File: config.mk
export PLATFORM = sky130hd
export DESIGN_NAME = armController
export DESIGN_NICKNAME = d
export VERILOG_FILES = /design/src/hdl/armCtrlPkg.sv /design/src/hdl/memMask.sv /design/src/hdl/condUnit.sv /design/src/hdl/flagsReg.sv /design/src/hdl/decodeUnit.sv /design/src/hdl/stageControl.sv /design/src/hdl/armController.sv
export SDC_FILE = /design/constraint.sdc
export NUM_CORES = 1
export LEC_CHECK = 0
export ABC_AREA = 1
export BUFFER_PORTS_ARGS = -buffer_cell sky130_fd_sc_hd__buf_2
export CAP_MARGIN = 15
export CORE_UTILIZATION = 50
export CTS_BUF_LIST = sky130_fd_sc_hd__clkbuf_8
export DETAILED_ROUTE_END_ITERATION = 8
export HOLD_SLACK_MARGIN = 0.06
export PLACE_DENSITY = 0.94
export SLEW_MARGIN = 20
export SYNTH_ARGS = -nofsm -noshare
export SYNTH_HDL_FRONTEND = slang
export SYNTH_SLANG_ARGS = --single-unit
export TNS_END_PERCENT = 30
File: constraint.sdc
create_clock -name clk -period 1.58 [get_ports clk]
set_input_delay 0.316 -clock clk [delete_from_list [all_inputs] [get_ports clk]]
set_output_delay 0.316 -clock clk [all_outputs]
set_load 0.01 [all_outputs]
File: src/hdl/armCtrlPkg.sv
package armCtrlPkg;

  // ==================
  // Instruction views
  // ==================

  // Data processing layout, bits 31..0
  typedef struct packed {
    logic [3:0]  cond;       // Condition field
    logic [1:0]  cls;        // Instruction class, bits 27:26
    logic        imm;        // I bit, immediate operand2
    logic [3:0]  opcode;     // ALU opcode, passed on as is
    logic        s;          // Set flags
    logic [3:0]  rn;
    logic [3:0]  rd;
    logic [11:0] operand2;   // Shifter operand, decoded in the datapath
  } dpFieldsT;

  // Word and unsigned byte load/store layout
  typedef struct packed {
    logic [3:0]  cond;
    logic [1:0]  cls;
    logic        imm;        // I bit, 0 selects the 12-bit immediate offset
    logic        pre;        // P, pre-index
    logic        up;         // U, add offset when set
    logic        byteSel;    // B, byte access
    logic        wback;      // W, base writeback
    logic        load;       // L, load when set
    logic [3:0]  rn;
    logic [3:0]  rd;
    logic [11:0] offset;
  } lsFieldsT;

  // One word, read as data processing or as load/store
  typedef union packed {
    dpFieldsT dpView;
    lsFieldsT lsView;
  } instrWordT;

  // ==================
  // Control bundles
  // ==================

  typedef struct packed {
    logic n;
    logic z;
    logic c;
    logic v;
  } flagsT;

  typedef struct packed {
    logic [1:0] regSrc;
    logic [1:0] immSrc;
    logic       aluSrc;
    logic       memtoReg;
    logic       regWrite;
    logic       memWrite;
    logic       branch;
    logic       pcSrc;
    logic       byteAccess;
    logic [1:0] flagWrite;   // [1] NZ, [0] CV
    logic [3:0] aluControl;
  } decodeCtrlT;

  // Driven by the hazard unit
  typedef struct packed {
    logic stallD, flushD;
    logic stallE, flushE;
    logic stallM, flushM;
    logic stallW, flushW;
  } hazardT;

  // Execute to memory to writeback
  typedef struct packed {
    logic       memWrite;
    logic       memtoReg;
    logic       regWrite;
    logic       pcSrc;
    logic [3:0] byteMask;
    logic [1:0] byteOffset;
  } memCtrlT;

  // Class codes, bits 27:26
  localparam logic [1:0] clsDataProc  = 2'b00;
  localparam logic [1:0] clsLoadStore = 2'b01;
  localparam logic [1:0] clsBranch    = 2'b10;

  localparam logic [3:0] aluAdd = 4'b0100;   // ADD opcode
  localparam logic [3:0] aluSub = 4'b0010;   // SUB opcode
  localparam logic [3:0] condAl = 4'b1110;   // Always
  localparam logic [3:0] regPc  = 4'd15;

endpackage

File: src/hdl/memMask.sv
module memMask (
  input  logic       byteAccessE,
  input  logic [1:0] aluLowE,       // Low address bits from the ALU
  output logic [3:0] byteMaskE,
  output logic [1:0] byteOffsetE
);

  logic [3:0] laneSel;

  // One lane per byte address
  always_comb begin
    case (aluLowE)
      2'd0:    laneSel = 4'b0001;
      2'd1:    laneSel = 4'b0010;
      2'd2:    laneSel = 4'b0100;
      default: laneSel = 4'b1000;
    endcase
  end

  assign byteMaskE   = byteAccessE ? laneSel : 4'b1111;   // Word store writes all lanes
  assign byteOffsetE = aluLowE;                           // Load side byte select

endmodule

File: src/hdl/condUnit.sv
module condUnit import armCtrlPkg::*; (
  input  logic [3:0] condE,
  input  flagsT      flagsE,       // Forwarded current flags
  input  flagsT      aluFlagsE,
  input  logic [1:0] flagWriteE,   // [1] NZ, [0] CV
  output logic       condExE,
  output logic       setFlagsE,
  output flagsT      flagsNextE
);

  logic n;
  logic z;
  logic c;
  logic v;
  logic ge;    // Signed greater or equal

  assign n  = flagsE.n;
  assign z  = flagsE.z;
  assign c  = flagsE.c;
  assign v  = flagsE.v;
  assign ge = (n == v);

  always_comb begin
    case (condE)
      4'b0000: condExE = z;                // EQ
      4'b0001: condExE = ~z;               // NE
      4'b0010: condExE = c;                // CS
      4'b0011: condExE = ~c;               // CC
      4'b0100: condExE = n;                // MI
      4'b0101: condExE = ~n;               // PL
      4'b0110: condExE = v;                // VS
      4'b0111: condExE = ~v;               // VC
      4'b1000: condExE = c & ~z;           // HI
      4'b1001: condExE = ~c | z;           // LS
      4'b1010: condExE = ge;               // GE
      4'b1011: condExE = ~ge;              // LT
      4'b1100: condExE = ~z & ge;          // GT
      4'b1101: condExE = z | ~ge;          // LE
      condAl:  condExE = 1'b1;
      default: condExE = 1'b0;             // 1111 never executes
    endcase
  end

  // NZ and CV halves update separately
  always_comb begin
    flagsNextE = flagsE;
    if (flagWriteE[1]) begin
      flagsNextE.n = aluFlagsE.n;
      flagsNextE.z = aluFlagsE.z;
    end
    if (flagWriteE[0]) begin
      flagsNextE.c = aluFlagsE.c;
      flagsNextE.v = aluFlagsE.v;
    end
  end

  assign setFlagsE = (|flagWriteE) & condExE;   // Failed condition leaves flags alone

endmodule

File: src/hdl/flagsReg.sv
module flagsReg import armCtrlPkg::*; (
  input  logic  clk,
  input  logic  rstN,
  input  logic  stallW,
  input  logic  setFlagsM,
  input  flagsT flagsNextM,
  input  logic  setFlagsW,
  input  flagsT flagsNextW,
  output flagsT flagsE
);

  flagsT flagsQ;   // Architectural NZCV

  always_ff @(posedge clk or negedge rstN) begin
    if (!rstN) begin
      flagsQ <= '0;
    end else if (setFlagsW && !stallW) begin
      flagsQ <= flagsNextW;          // Commit in writeback
    end
  end

  // Youngest pending writer wins
  always_comb begin
    if (setFlagsM) begin
      flagsE = flagsNextM;
    end else if (setFlagsW) begin
      flagsE = flagsNextW;
    end else begin
      flagsE = flagsQ;
    end
  end

endmodule

File: src/hdl/decodeUnit.sv
module decodeUnit import armCtrlPkg::*; #(
  parameter int instrWidth = 32
) (
  input  logic       clk,
  input  logic       rstN,
  input  instrWordT  instrD,
  input  hazardT     hazard,
  output decodeCtrlT ctrlD,
  output logic       pcSrcD
);

  logic       validD;    // Low for the instruction behind a decode flush
  logic       arithOp;   // Opcode that produces C and V
  decodeCtrlT rawCtrl;   // Class decode before the valid gate

  if (instrWidth < $bits(instrWordT)) begin : gWidthCheck
    $error("decodeUnit: instrWidth %0d below instruction word", instrWidth);
  end

  always_ff @(posedge clk or negedge rstN) begin
    if (!rstN) begin
      validD <= 1'b0;
    end else if (hazard.flushD) begin
      validD <= 1'b0;                 // Kill strobes of the next decode word
    end else if (!hazard.stallD) begin
      validD <= 1'b1;
    end
  end

  // SUB RSB ADD ADC SBC RSC CMP CMN
  always_comb begin
    case (instrD.dpView.opcode)
      4'b0010, 4'b0011, 4'b0100, 4'b0101,
      4'b0110, 4'b0111, 4'b1010, 4'b1011: arithOp = 1'b1;
      default:                            arithOp = 1'b0;
    endcase
  end

  always_comb begin
    rawCtrl            = '0;
    rawCtrl.aluControl = aluAdd;      // Branch target is PC + offset
    case (instrD.dpView.cls)
      clsDataProc: begin
        rawCtrl.aluSrc     = instrD.dpView.imm;
        rawCtrl.regWrite   = 1'b1;
        rawCtrl.aluControl = instrD.dpView.opcode;
        rawCtrl.flagWrite  = {instrD.dpView.s, instrD.dpView.s & arithOp};
      end
      clsLoadStore: begin
        rawCtrl.regSrc     = {~instrD.lsView.load, 1'b0};  // Store data read from Rd
        rawCtrl.immSrc     = 2'b01;                        // 12-bit offset
        rawCtrl.aluSrc     = ~instrD.lsView.imm;
        rawCtrl.memtoReg   = instrD.lsView.load;
        rawCtrl.regWrite   = instrD.lsView.load;
        rawCtrl.memWrite   = ~instrD.lsView.load;
        rawCtrl.byteAccess = instrD.lsView.byteSel;
        rawCtrl.aluControl = instrD.lsView.up ? aluAdd : aluSub;
      end
      clsBranch: begin
        rawCtrl.regSrc = 2'b01;        // PC on first read port
        rawCtrl.immSrc = 2'b10;        // 24-bit branch offset
        rawCtrl.aluSrc = 1'b1;
        rawCtrl.branch = 1'b1;
      end
      default: begin
        rawCtrl.aluSrc = 1'b0;         // Coprocessor space, nothing decoded
      end
    endcase
  end

  // R15 destination or branch redirects the PC
  assign pcSrcD = validD & ((instrD.dpView.rd == regPc & rawCtrl.regWrite) | rawCtrl.branch);

  always_comb begin
    ctrlD           = rawCtrl;
    ctrlD.regWrite  = rawCtrl.regWrite & validD;
    ctrlD.memWrite  = rawCtrl.memWrite & validD;
    ctrlD.branch    = rawCtrl.branch & validD;
    ctrlD.flagWrite = rawCtrl.flagWrite & {2{validD}};
    ctrlD.pcSrc     = pcSrcD;
  end

endmodule

File: src/hdl/stageControl.sv
module stageControl import armCtrlPkg::*; #(
  parameter int instrWidth = 32
) (
  input  logic        clk,
  input  logic        rstN,
  input  hazardT      hazard,
  input  decodeCtrlT  ctrlD,
  input  logic        pcSrcD,
  input  instrWordT   instrD,
  input  logic [31:0] aluResultE,
  // Condition check
  input  logic        condExE,
  input  flagsT       flagsNextE,
  input  logic        setFlagsE,
  output logic [3:0]  condE,
  output logic [1:0]  flagWriteE,
  // Byte lanes
  output logic        byteAccessE,
  output logic [1:0]  aluLowE,
  input  logic [3:0]  byteMaskE,
  input  logic [1:0]  byteOffsetE,
  // Datapath and flags
  output logic [3:0]  aluControlE,
  output logic        aluSrcE,
  output logic        branchTakenE,
  output memCtrlT     memM,
  output memCtrlT     memW,
  output logic        setFlagsM,
  output flagsT       flagsNextM,
  output logic        setFlagsW,
  output flagsT       flagsNextW,
  output logic        pcWrPending
);

  decodeCtrlT ctrlE;
  memCtrlT    memE;    // Gated bundle entering memory

  if (instrWidth < $bits(instrWordT)) begin : gWidthCheck
    $error("stageControl: instrWidth %0d below instruction word", instrWidth);
  end

  // ==================
  // Execute
  // ==================
  always_ff @(posedge clk or negedge rstN) begin
    if (!rstN) begin
      ctrlE <= '0;
      condE <= '0;
    end else if (hazard.flushE) begin
      ctrlE <= '0;                              // Bubble
      condE <= '0;
    end else if (!hazard.stallE) begin
      ctrlE <= ctrlD;
      condE <= instrD.dpView.cond;
    end
  end

  assign aluControlE  = ctrlE.aluControl;
  assign aluSrcE      = ctrlE.aluSrc;
  assign flagWriteE   = ctrlE.flagWrite;
  assign byteAccessE  = ctrlE.byteAccess;
  assign aluLowE      = aluResultE[1:0];        // Byte address within the word
  assign branchTakenE = ctrlE.branch & condExE;

  always_comb begin
    memE.memWrite   = ctrlE.memWrite & condExE;
    memE.memtoReg   = ctrlE.memtoReg;
    memE.regWrite   = ctrlE.regWrite & condExE;
    memE.pcSrc      = ctrlE.pcSrc & condExE;
    memE.byteMask   = byteMaskE;
    memE.byteOffset = byteOffsetE;
  end

  // ==================
  // Memory, writeback
  // ==================
  always_ff @(posedge clk or negedge rstN) begin
    if (!rstN) begin
      memM       <= '0;
      setFlagsM  <= 1'b0;
      flagsNextM <= '0;
    end else if (hazard.flushM) begin
      memM       <= '0;
      setFlagsM  <= 1'b0;
      flagsNextM <= '0;
    end else if (!hazard.stallM) begin
      memM       <= memE;
      setFlagsM  <= setFlagsE;
      flagsNextM <= flagsNextE;
    end
  end

  always_ff @(posedge clk or negedge rstN) begin
    if (!rstN) begin
      memW       <= '0;
      setFlagsW  <= 1'b0;
      flagsNextW <= '0;
    end else if (hazard.flushW) begin
      memW       <= '0;
      setFlagsW  <= 1'b0;
      flagsNextW <= '0;
    end else if (!hazard.stallW) begin
      memW       <= memM;
      setFlagsW  <= setFlagsM;
      flagsNextW <= flagsNextM;
    end
  end

  assign pcWrPending = pcSrcD | ctrlE.pcSrc | memM.pcSrc;   // Fetch must hold

  // A store never loads back, whatever the class decode upstream
  aStoreNotLoad: assert property (@(posedge clk) disable iff (!rstN)
    memM.memWrite |-> !memM.memtoReg);

  // A taken branch always redirects the PC in memory next
  aBranchPc: assert property (@(posedge clk) disable iff (!rstN)
    branchTakenE && !hazard.stallM && !hazard.flushM |=> memM.pcSrc);

endmodule

File: src/hdl/armController.sv
module armController import armCtrlPkg::*; #(
  parameter int instrWidth = 32
) (
  input  logic        clk,
  input  logic        rstN,
  input  instrWordT   instrD,
  input  hazardT      hazard,
  input  logic [31:0] aluResultE,
  input  flagsT       aluFlagsE,
  output logic [3:0]  aluControlE,
  output logic        aluSrcE,
  output logic        branchTakenE,
  output memCtrlT     memM,
  output memCtrlT     memW,
  output logic        pcWrPending,
  output logic [1:0]  regSrcD,
  output logic [1:0]  immSrcD
);

  decodeCtrlT ctrlD;
  logic       pcSrcD;
  logic [3:0] condE;
  logic [1:0] flagWriteE;
  logic       byteAccessE;
  logic [1:0] aluLowE;
  logic [3:0] byteMaskE;
  logic [1:0] byteOffsetE;
  logic       condExE;
  logic       setFlagsE;
  flagsT      flagsNextE;
  flagsT      flagsE;
  logic       setFlagsM;
  logic       setFlagsW;
  flagsT      flagsNextM;
  flagsT      flagsNextW;

  assign regSrcD = ctrlD.regSrc;   // Register file read selects
  assign immSrcD = ctrlD.immSrc;   // Extend unit select

  decodeUnit #(.instrWidth(instrWidth)) u_decodeUnit (
    .clk, .rstN, .instrD, .hazard, .ctrlD, .pcSrcD
  );

  stageControl #(.instrWidth(instrWidth)) u_stageControl (
    .clk, .rstN, .hazard, .ctrlD, .pcSrcD, .instrD, .aluResultE,
    .condExE, .flagsNextE, .setFlagsE, .condE, .flagWriteE,
    .byteAccessE, .aluLowE, .byteMaskE, .byteOffsetE,
    .aluControlE, .aluSrcE, .branchTakenE, .memM, .memW,
    .setFlagsM, .flagsNextM, .setFlagsW, .flagsNextW, .pcWrPending
  );

  condUnit u_condUnit (
    .condE, .flagsE, .aluFlagsE, .flagWriteE, .condExE, .setFlagsE, .flagsNextE
  );

  memMask u_memMask (.byteAccessE, .aluLowE, .byteMaskE, .byteOffsetE);

  flagsReg u_flagsReg (
    .clk, .rstN, .stallW(hazard.stallW), .setFlagsM, .flagsNextM,
    .setFlagsW, .flagsNextW, .flagsE
  );

endmodule

=== Word level (Yosys, flattened, before mapping) ===
Memories as Yosys holds them, arrays and structs flattened.
Index checks and enable logic that the tools add are counted.

* Bits in registers: 52
* ROM bits: 16
* Input port bits: 78
* Output and inout bits: 31
* Logic and storage cells: 129
* Memories kept: 1

* Equality and inequality tests: 24
* Mux-type cells: 35
* Bitwise logic cells: 26
* Reduce and logical (&&, ||, !) cells: 6

{| class="wikitable"
|+ Memory list
! name !! words !! bits a word !! read ports !! clocked after memory_dff !! wr ports !! line !! text
|-
| (name not given) || 16 || 1 || 1 || 0 || 0 || decodeUnit.sv:32 || <nowiki>case (instrD.dpView.opcode)</nowiki>
|}

{| class="wikitable"
|+ Operator list
! operator !! number
|-
| $mux 10 || 4
|-
| $mux 4 || 9
|-
| $eq 4x4->1 const B || 8
|-
| $mux 13 || 2
|-
| $eq 4x3->1 const B || 4
|-
| $pmux 4 s2 || 2
|-
| $pmux 1 s15 || 1
|-
| $and 1x1->1 || 13
|-
| $pmux 4 s3 || 1
|-
| $mux 1 || 10
|-
| $eq 4x2->1 const B || 2
|-
| $ne 2x2->1 const B || 4
|-
| $not 1->1 || 7
|-
| $mux 2 || 3
|-
| $or 1x1->1 || 5
|-
| $eq 2x1->1 const B || 2
|-
| $eq 2x2->1 const B || 2
|-
| $eq 4x1->1 const B || 1
|-
| $logic_not 2->1 || 2
|-
| $logic_not 4->1 || 1
|-
| $mux 3 || 1
|-
| $pmux 1 s3 || 1
|-
| $and 2x2->2 || 1
|-
| $pmux 1 s2 || 1
|-
| other kinds (4) || 4
|}

=== Depth between registers and ports, before layout ===
Gate-level depths: netlist of the first run.

* Depth in word-level cells: 9
* Gate-level depth with buffers: 14
* Mapped depth without buffers: 13

=== Hierarchy ===
From an unflattened synthesis of the first run, not the netlist that was laid out.

* Cells, all modules: 382
* Area total of the unflattened synthesis: 2815.2 um2

{| class="wikitable"
|+ By module, submodules not included
! module !! instances !! cells each !! area an instance (um2) !! seq. area each (um2)
|-
| stageControl || 1 || 225 || 2000.7 || 1176.1
|-
| condUnit || 1 || 58 || 276.5 || 0.0
|-
| flagsReg || 1 || 44 || 262.8 || 100.1
|-
| decodeUnit || 1 || 44 || 225.2 || 25.0
|-
| memMask || 1 || 11 || 50.0 || 0.0
|}

=== Least setup slack after synthesis of the first run ===
OpenSTA, ideal clock, no wires.

* Kind: reg-to-output
* From: reg u_stageControl.setFlagsW
* To: out branchTakenE
* Arrival time: 1.295 ns
* Data required time: 1.264 ns
* Slack: -0.031 ns
* Cell stages (with the launch flop): 13
* Buffers on the path: 1
* Cells stage by stage: dfrtp_1 > buf_6 > inv_8 > nand2_4 > nand2_2 > nand2_2 > nand2_2 > nand2_4 > nand3_1 > nand2_1 > nor2_1 > nor2_2 > a21oi_1

* Word-level cells in the longest chain between the ends: 7
* Elaborated cells between the ends (all ways): 14
* Those cells by class: eq/ne (1); mux (3); bitwise (10)

{| class="wikitable"
|+ RTL lines
! what !! line !! text
|-
| start, declared || stageControl.sv:30 || <nowiki>output logic setFlagsW,</nowiki>
|-
| start signal, assigned || stageControl.sv:104 || <nowiki>setFlagsW <= setFlagsM;</nowiki>
|-
| $mux 4 (*) || flagsReg.sv:26 || <nowiki>end else if (setFlagsW) begin</nowiki>
|-
| $mux 4 (*) || flagsReg.sv:24 || <nowiki>if (setFlagsM) begin</nowiki>
|-
| $eq 1x1->1 || condUnit.sv:21 || <nowiki>assign ge = (n == v);</nowiki>
|-
| $not 1->1 || condUnit.sv:36, condUnit.sv:38 ||
|-
| $or 1x1->1 || condUnit.sv:38 || <nowiki>4'b1101: condExE = z | ~ge;</nowiki>
|-
| $pmux 1 s15 (*) || condUnit.sv:24 || <nowiki>case (condE)</nowiki>
|-
| $and 1x1->1 (*) || stageControl.sv:63 || <nowiki>assign branchTakenE = ctrlE.branch & condExE;</nowiki>
|-
| end, declared || armController.sv:12 || <nowiki>output logic branchTakenE,</nowiki>
|}

Mark *: on every way between the ends. The rest lies on a longest branch, timed or not.

=== Final worst setup path of the first run ===
Same ends and word-level chain as after synthesis.

==> flow_summary.toml, run 1 <==
[placed_design]
port_buffers = 62
place_ws_ps = -234.6
place_inst = 478
dpl.hpwl_um = 4877
place_area_um2 = 3253
gp_congestion = 0.8265

[logic_synthesis]
synthSimpleGateAreaFrac = 0.2573
async_flop_share = 1.000
yosys.area_share.adder = 0.02782
seq_area_frac_synth = 0.4822
synth_cells = 331
synth_top_family_by_area = "simple AND/OR/NAND/NOR gates"
synthDistinctLibCells = 27
synth_mux_area_frac = 0
syn-num-nets = 415
synth_ff_type = "dfrtp_1"
synthXorXnorAreaFrac = 0
synth_area_um2 = 2699
yosysWarnings = 0
synth-seq-cells = 52
synth-compound-area-share = 0.1280
synth_edf_count = 0
avgSynthCellArea_um2 = 8.154

[floorplan]
core_um2 = 5140
start_util = 0.5251
ios = 109
row_count = 26
dieArea_um2 = 5696
dieWidth_um = 75.47
die_h_um = 75.47

[sta]
hold_viol_final = 0
clock_skew_ps = 11.30
final.min_clock_period_ps = 2104
fin_crit_sh = 1.331
relSlewSlack = 0.7414
setup_viol = 6
fmax_mhz = 475.4
rsz0062_at_grt = "yes"
setup_ws_ps = -523.7
worst_slew_pin_slew_ps = 387.0
slew_viol_final = 0
whs_ps = 143.4

[power_and_ir_drop]
p_clk_frac = 0.299
peakVddDrop_uv = 655.6
seq_power_share = 0.536
p_per_area_nw_per_um2 = 767.1
p_leak_nw = 1.807
p_sw_frac = 0.2858
power_mw = 2.634
p_comb_frac = 0.165
switchingPower_uw = 752.6
internal-power_mw = 1.881

[status]
failed_checks = "setup timing"
outcome = "complete, but fails checks"

[critical_path]
regToRegSetupSlack_ps = -220
setup.worst_path.start_class = "flop"
cp.arrival_ps = 1790
timing.rr.start = "u_stageControl.setFlagsM"
crit_start = "u_stageControl.setFlagsW"
rr_worst_depth = 12
r2r-end = "u_stageControl.memM[9]"
required_ps = 1260
worst-setup-path-type = "flop to output pin"
path_max_fanout = 8
crit_end = "branchTakenE"
crit_path_end_kind = "output pin"

[grt]
grt_first_pass_wirelength_um = 10820
antenna_found_initial = 0
track_usage = 0.2538
grt_max_degree = 53
first_global_vias = 2513
grt-ovfl-total = 0

[clock_tree]
clk_latency_ps = 310
path_clk_slew_ps = 100
clockRootBuffer = "clkbuf_8"
clock-sinks = 52
htreeDepth = 2
clock_path_buffers = 2
cts_tree = "yes"
numCtsBuffers = 5

[detailed_routing]
remaining_drc_errors = 0
drt_first_iter_violations = 184
vias = 2579
dr.pass1.iters = 5
wl_met3_um = 421
met1_length_um = 2635
via_per_inst = 5.285
wl_met2_um = 3280
topRoutingLayerUsed = "met4"
wl_per_cell_um = 13.39
wl_um = 6532
ant_nets = 0

[flow_run]
cap_violations = 0

[layout]
drive_gt1_frac = 0.3301
syn_to_final_growth_pct = 27.21
insertedDiodeCount = 0
nets = 501
stdcell_area_um2 = 3433
final_cell_count_no_fill = 488

[worst_hold_path]
hp-class = "input port to flop"
-- through the flow --
| stage | setup TNS (ps) | util |
|---|---|---|
| finish | -1385 | 0.6680 |
| global route | -2228 | 0.6680 |
| CTS | -1428 | 0.6565 |
| detailed placement | -910.1 | 0.6329 |
| global placement | -588.5 | 0.6329 |
| floorplan | 0 | - |
-- power by group through the flow --
stage,clock (mW),sequential [mW],combinational (mW)
finish,0.788,1.41,0.433
global route,0.859,1.42,0.482
CTS,0.804,1.41,0.417
detailed placement,0,1.44,0.406
global placement,0,1.43,0.393
floorplan,0,1.44,0.202
-- cells by family (layout without fill, tap and decap cells) --
group,count (synthesis),after routing
fa+ha+maj,6,6
simple gates,148,148
compound gates,61,61
flops,52,52
buf+inv,64,151
-- state kept, by name, summed over array words and instances (netlist names) --
signal	cells
u_stageControl.setFlagsM	1
u_stageControl.setFlagsW	1
u_stageControl.ctrlE	5
u_stageControl.memM	10
u_stageControl.flagWriteE	2
u_stageControl.memW	10
u_stageControl.condE	4
u_stageControl.flagsNextM	4
u_stageControl.aluControlE	4
u_flagsReg.flagsQ	4
u_stageControl.flagsNextW	4
u_decodeUnit.validD	1
u_stageControl.byteAccessE	1
u_stageControl.aluSrcE	1
-- layout make-up --
class                      instances  area (µm²)
clock buffer                       5       68.82
tap                               70       87.58
fill                             406        1707
multi-input combinational        215        1181
clock inverter                     3       25.02
sequential                        52        1303
inverter                          52       212.7
timing repair buffer              91       555.5
-- cells in the mapped netlist (2+ instances only) --
library cell / n / area (µm²)
a21oi_1: 12 / 60.06
buf_4: 6 / 45.04
clkbuf_1: 5 / 18.77
dfrtp_1: 52 / 1301
ha_1: 6 / 75.07
inv_1: 49 / 183.9
nand2_1: 73 / 274.0
nand2_2: 14 / 87.58
nand2_4: 2 / 22.52
nand3_1: 30 / 150.1
nand3_2: 3 / 30.03
nand4_1: 3 / 18.77
nor2_1: 19 / 71.32
nor2_2: 2 / 12.51
o21ai_0: 28 / 140.1
o221ai_1: 2 / 17.52
o22ai_1: 15 / 93.84
-- metal layers --
metal  vias up  GRT usage
met3        19    0.06349
met5         -          0
met1      1207     0.2844
met4         0     0.1193
met2       106     0.4534
li1       1247          -
-- worst min-delay path by stage --
| stage | start | endpoint | depth (start not counted) |
|---|---|---|---|
| 6_report | hazard[6] | u_decodeUnit.validD | 2 |
| 5_1_grt | hazard[6] | u_decodeUnit.validD | 2 |
| 4_1_cts | hazard[6] | u_decodeUnit.validD | 2 |
| 3_5_place_dp | rstN | u_stageControl.memW[3] | 2 |
| 3_3_place_gp | rstN | u_stageControl.memW[0] | 2 |
| 2_1_floorplan | rstN | u_decodeUnit.validD | 0 |
-- worst max-delay path, stage by stage, from the launching register on --
cell and delay (ps):
dfrtp_1 410, buf_12 150, nand2_2 90, nand2_2 60, nand2_2 70, nand2_4 60
nand2_4 70, nand3_2 70, a21oi_2 150, nor2_2 60, a21oi_2 120, buf_2 150
-- layout by cell type, fill, tap and decap left out --
master,Yosys,final
ha_1,6,5
ha_2,0,1
nand3_4,0,1
a21oi_2,0,5
inv_2,0,2
inv_6,1,3
clkbuf_8,0,5
a21oi_1,12,7
nand3_1,30,28
a32o_1,1,1
o22ai_1,15,15
nor2_2,2,4
o211ai_1,1,1
dfrtp_1,52,51
inv_1,49,47
nand2_4,2,5
buf_12,0,2
dfrtp_2,0,1
clkinv_1,1,1
nor3b_1,1,1
o221ai_1,2,2
clkinv_8,0,1
o21ai_0,28,28
nand3_2,3,4
o21a_1,1,1
nand3b_4,1,1
nand2_2,14,14
dlygate4sd3_1,0,1
nand4_1,3,3
o311ai_0,1,1
buf_2,0,62
nand2_1,73,70
buf_4,6,26
nor2_1,19,17
clkinvlp_4,0,1
-- repair_timing --
item,in CTS,in global routing
buffers inserted,1,0
pin swaps,2,7
hold buffers,1,0
setup endpoints to repair,6,7
hold endpoints to repair,52,0
gates resized for setup,4,16
Note: power is estimated with default switching activity, not from simulation.
==> run 2, diff against run 1 <==
==> constraint.sdc (replaced) <==
create_clock -name clk -period 1.58 [get_ports clk]
set_input_delay 0.158 -clock clk [delete_from_list [all_inputs] [get_ports clk]]
set_output_delay 0.158 -clock clk [all_outputs]
set_load 0.01 [all_outputs]
==> run 2 against run 1 <==
Net effect:
- the run still ends with setup timing left
- clock power is 2% lower
- utilization is 2.7 points lower
- first-iteration DRC count is 16% higher
- global-route usage is 1.6 points lower
- register-to-register slack better by 90 ps
- flip-flop and latch count stayed put
- final area is 4.1% lower
- combinational power is 9.0% lower
- critical endpoint unchanged
- largest power group unchanged
- highest routed layer unchanged
==> flow_summary.toml, run 2 (synthesized netlist as in run 1, its figures left out) <==
[status]
outcome = "complete, but fails checks"
failed_checks = "setup timing"

[clock_tree]
clk_latency_ps = 310
clock_path_buffers = 2
htreeDepth = 2
path_clk_slew_ps = 100
cts_tree = "yes"
numCtsBuffers = 5
clockRootBuffer = "clkbuf_8"
clock-sinks = 52

[detailed_routing]
ant_nets = 0
via_per_inst = 5.239
dr.pass1.iters = 5
drt_first_iter_violations = 214
wl_per_cell_um = 13.01
vias = 2494
wl_um = 6192
remaining_drc_errors = 0

[sta]
worst_slew_pin_slew_ps = 447.6
setup_ws_ps = -426.3
hold_viol_final = 0
relSlewSlack = 0.7005
setup_viol = 5
fin_crit_sh = 1.270
rsz0062_at_grt = "yes"
slew_viol_final = 0
whs_ps = 74.49
fmax_mhz = 498.4
final.min_clock_period_ps = 2006
clock_skew_ps = 9.308

[floorplan]
dieArea_um2 = 5696
core_um2 = 5140
row_count = 26
dieWidth_um = 75.47
start_util = 0.5251
ios = 109
die_h_um = 75.47

[critical_path]
path_depth = 11
rr_worst_depth = 14
worst-setup-path-type = "flop to output pin"
crit_slowest_cell = "dfrtp_1"
setup.worst_path.start_class = "flop"
required_ps = 1420
crit_buf_inv = 2
cp.arrival_ps = 1850
cp_common_cell = "nand2_2"
slowest_delay_ps = 420
path_max_fanout = 4
crit_family = "simple AND/OR/NAND/NOR gates"
path_cells = "buf_4 -> nand2_2 -> nand2_2 -> nand2_2 -> nand2_2 -> nand2_4 -> nand3_2 -> a21oi_2 -> nor2_2 -> a21oi_1 -> buf_2"
crit_path_end_kind = "output pin"
regToRegSetupSlack_ps = -130

[grt]
grt_first_pass_wirelength_um = 10270
first_global_vias = 2344
track_usage = 0.2378
grt_max_degree = 53
grt-ovfl-total = 0
antenna_found_initial = 0

[layout]
nets = 489
drive_gt1_frac = 0.2734
final_cell_mix = "nand2_1, buf_2, dfrtp_1"
final_cell_count_no_fill = 476
layout_commonest_cell = "nand2_1"
syn_to_final_growth_pct = 22.02
largest_registers = "u_stageControl.memM: 10 flops, u_stageControl.memW: 10 flops, u_stageControl.ctrlE: 5 flops"
insertedDiodeCount = 0

[worst_hold_path]
hp-class = "input port to flop"
hold-path-cell-count = 3

[placed_design]
dpl.hpwl_um = 4673
place_inst = 461
port_buffers = 62
gp_congestion = 0.8912

[flow_run]
cap_violations = 0

[power_and_ir_drop]
p_per_area_nw_per_um2 = 782.2
p_leak_nw = 1.749
peakVddDrop_uv = 764.5
-- run 2: worst paths after layout --
check / startpoint / endpoint
min in group asynchronous: rstN / u_decodeUnit.validD
max in group asynchronous: rstN / u_stageControl.setFlagsM
worst max-delay path: u_stageControl.setFlagsW / branchTakenE
worst max register to register: u_stageControl.setFlagsW / u_stageControl.memM[7]
worst min register to register: u_flagsReg.flagsQ[2] / u_flagsReg.flagsQ[2]
worst min-delay path: instrD[29] / u_stageControl.condE[1]
-- run 2: cell type report --
type / count / area [µm²]
clock buffers: 5 / 68.82
clock inverters: 3 / 21.27
fillers: 466 / 1847
inverters: 52 / 207.7
multi-input cells: 215 / 1136
flip-flops and latches: 52 / 1303
well taps: 70 / 87.58
repair buffers: 79 / 469.2
-- run 2: through the flow --
stage          setup slack, ps  area (µm²)    util  TNS (ps)  power, mW
4_1_cts                 -407.5        3281  0.6383    -776.7      2.574
3_3_place_gp            -66.18        3109  0.6049    -96.47      1.792
6_report                -426.3        3293  0.6407    -899.4      2.576
3_5_place_dp            -94.13        3109  0.6049    -302.3      1.806
5_1_grt                 -512.8        3293  0.6407     -1487      2.675
2_1_floorplan            127.3        2699       -         0      1.643
-- run 2: worst reg2reg max path: stages (launching register included) --
cell	delay, ps
dfrtp_1	420
buf_4	160
nand2_2	80
nand2_2	70
nand2_2	70
nand2_2	70
nand2_4	90
nand3_2	80
nand2_1	100
nand2_1	60
nor2_2	90
buf_4	120
nand2_2	80
nand2_1	90
nand2_1	50
-- run 2: per-layer routing --
metal,part of all wire,track usage,wire (µm),up-vias
met1,0.42,0.2998,2595,1168
met4,0.013,0.05144,82,0
met2,0.49,0.4177,3053,102
li1,-,-,-,1215
met5,0,0,0,-
met3,0.074,0.05688,460,9
-- run 2: repair_timing --
action                                 4_1_cts  5_1_grt
pin swaps                                    5        1
setup endpoints to repair                    5        6
resized for setup                            4        4
setup buffers                                1        0
endpoints found under the hold margin       56        0
hold buffers                                 6        0
-- run 2: report_power, final --
part           switching, mW  internal (mW)
Clock                  0.456          0.315
Combinational          0.239          0.155
Sequential            0.0328           1.38
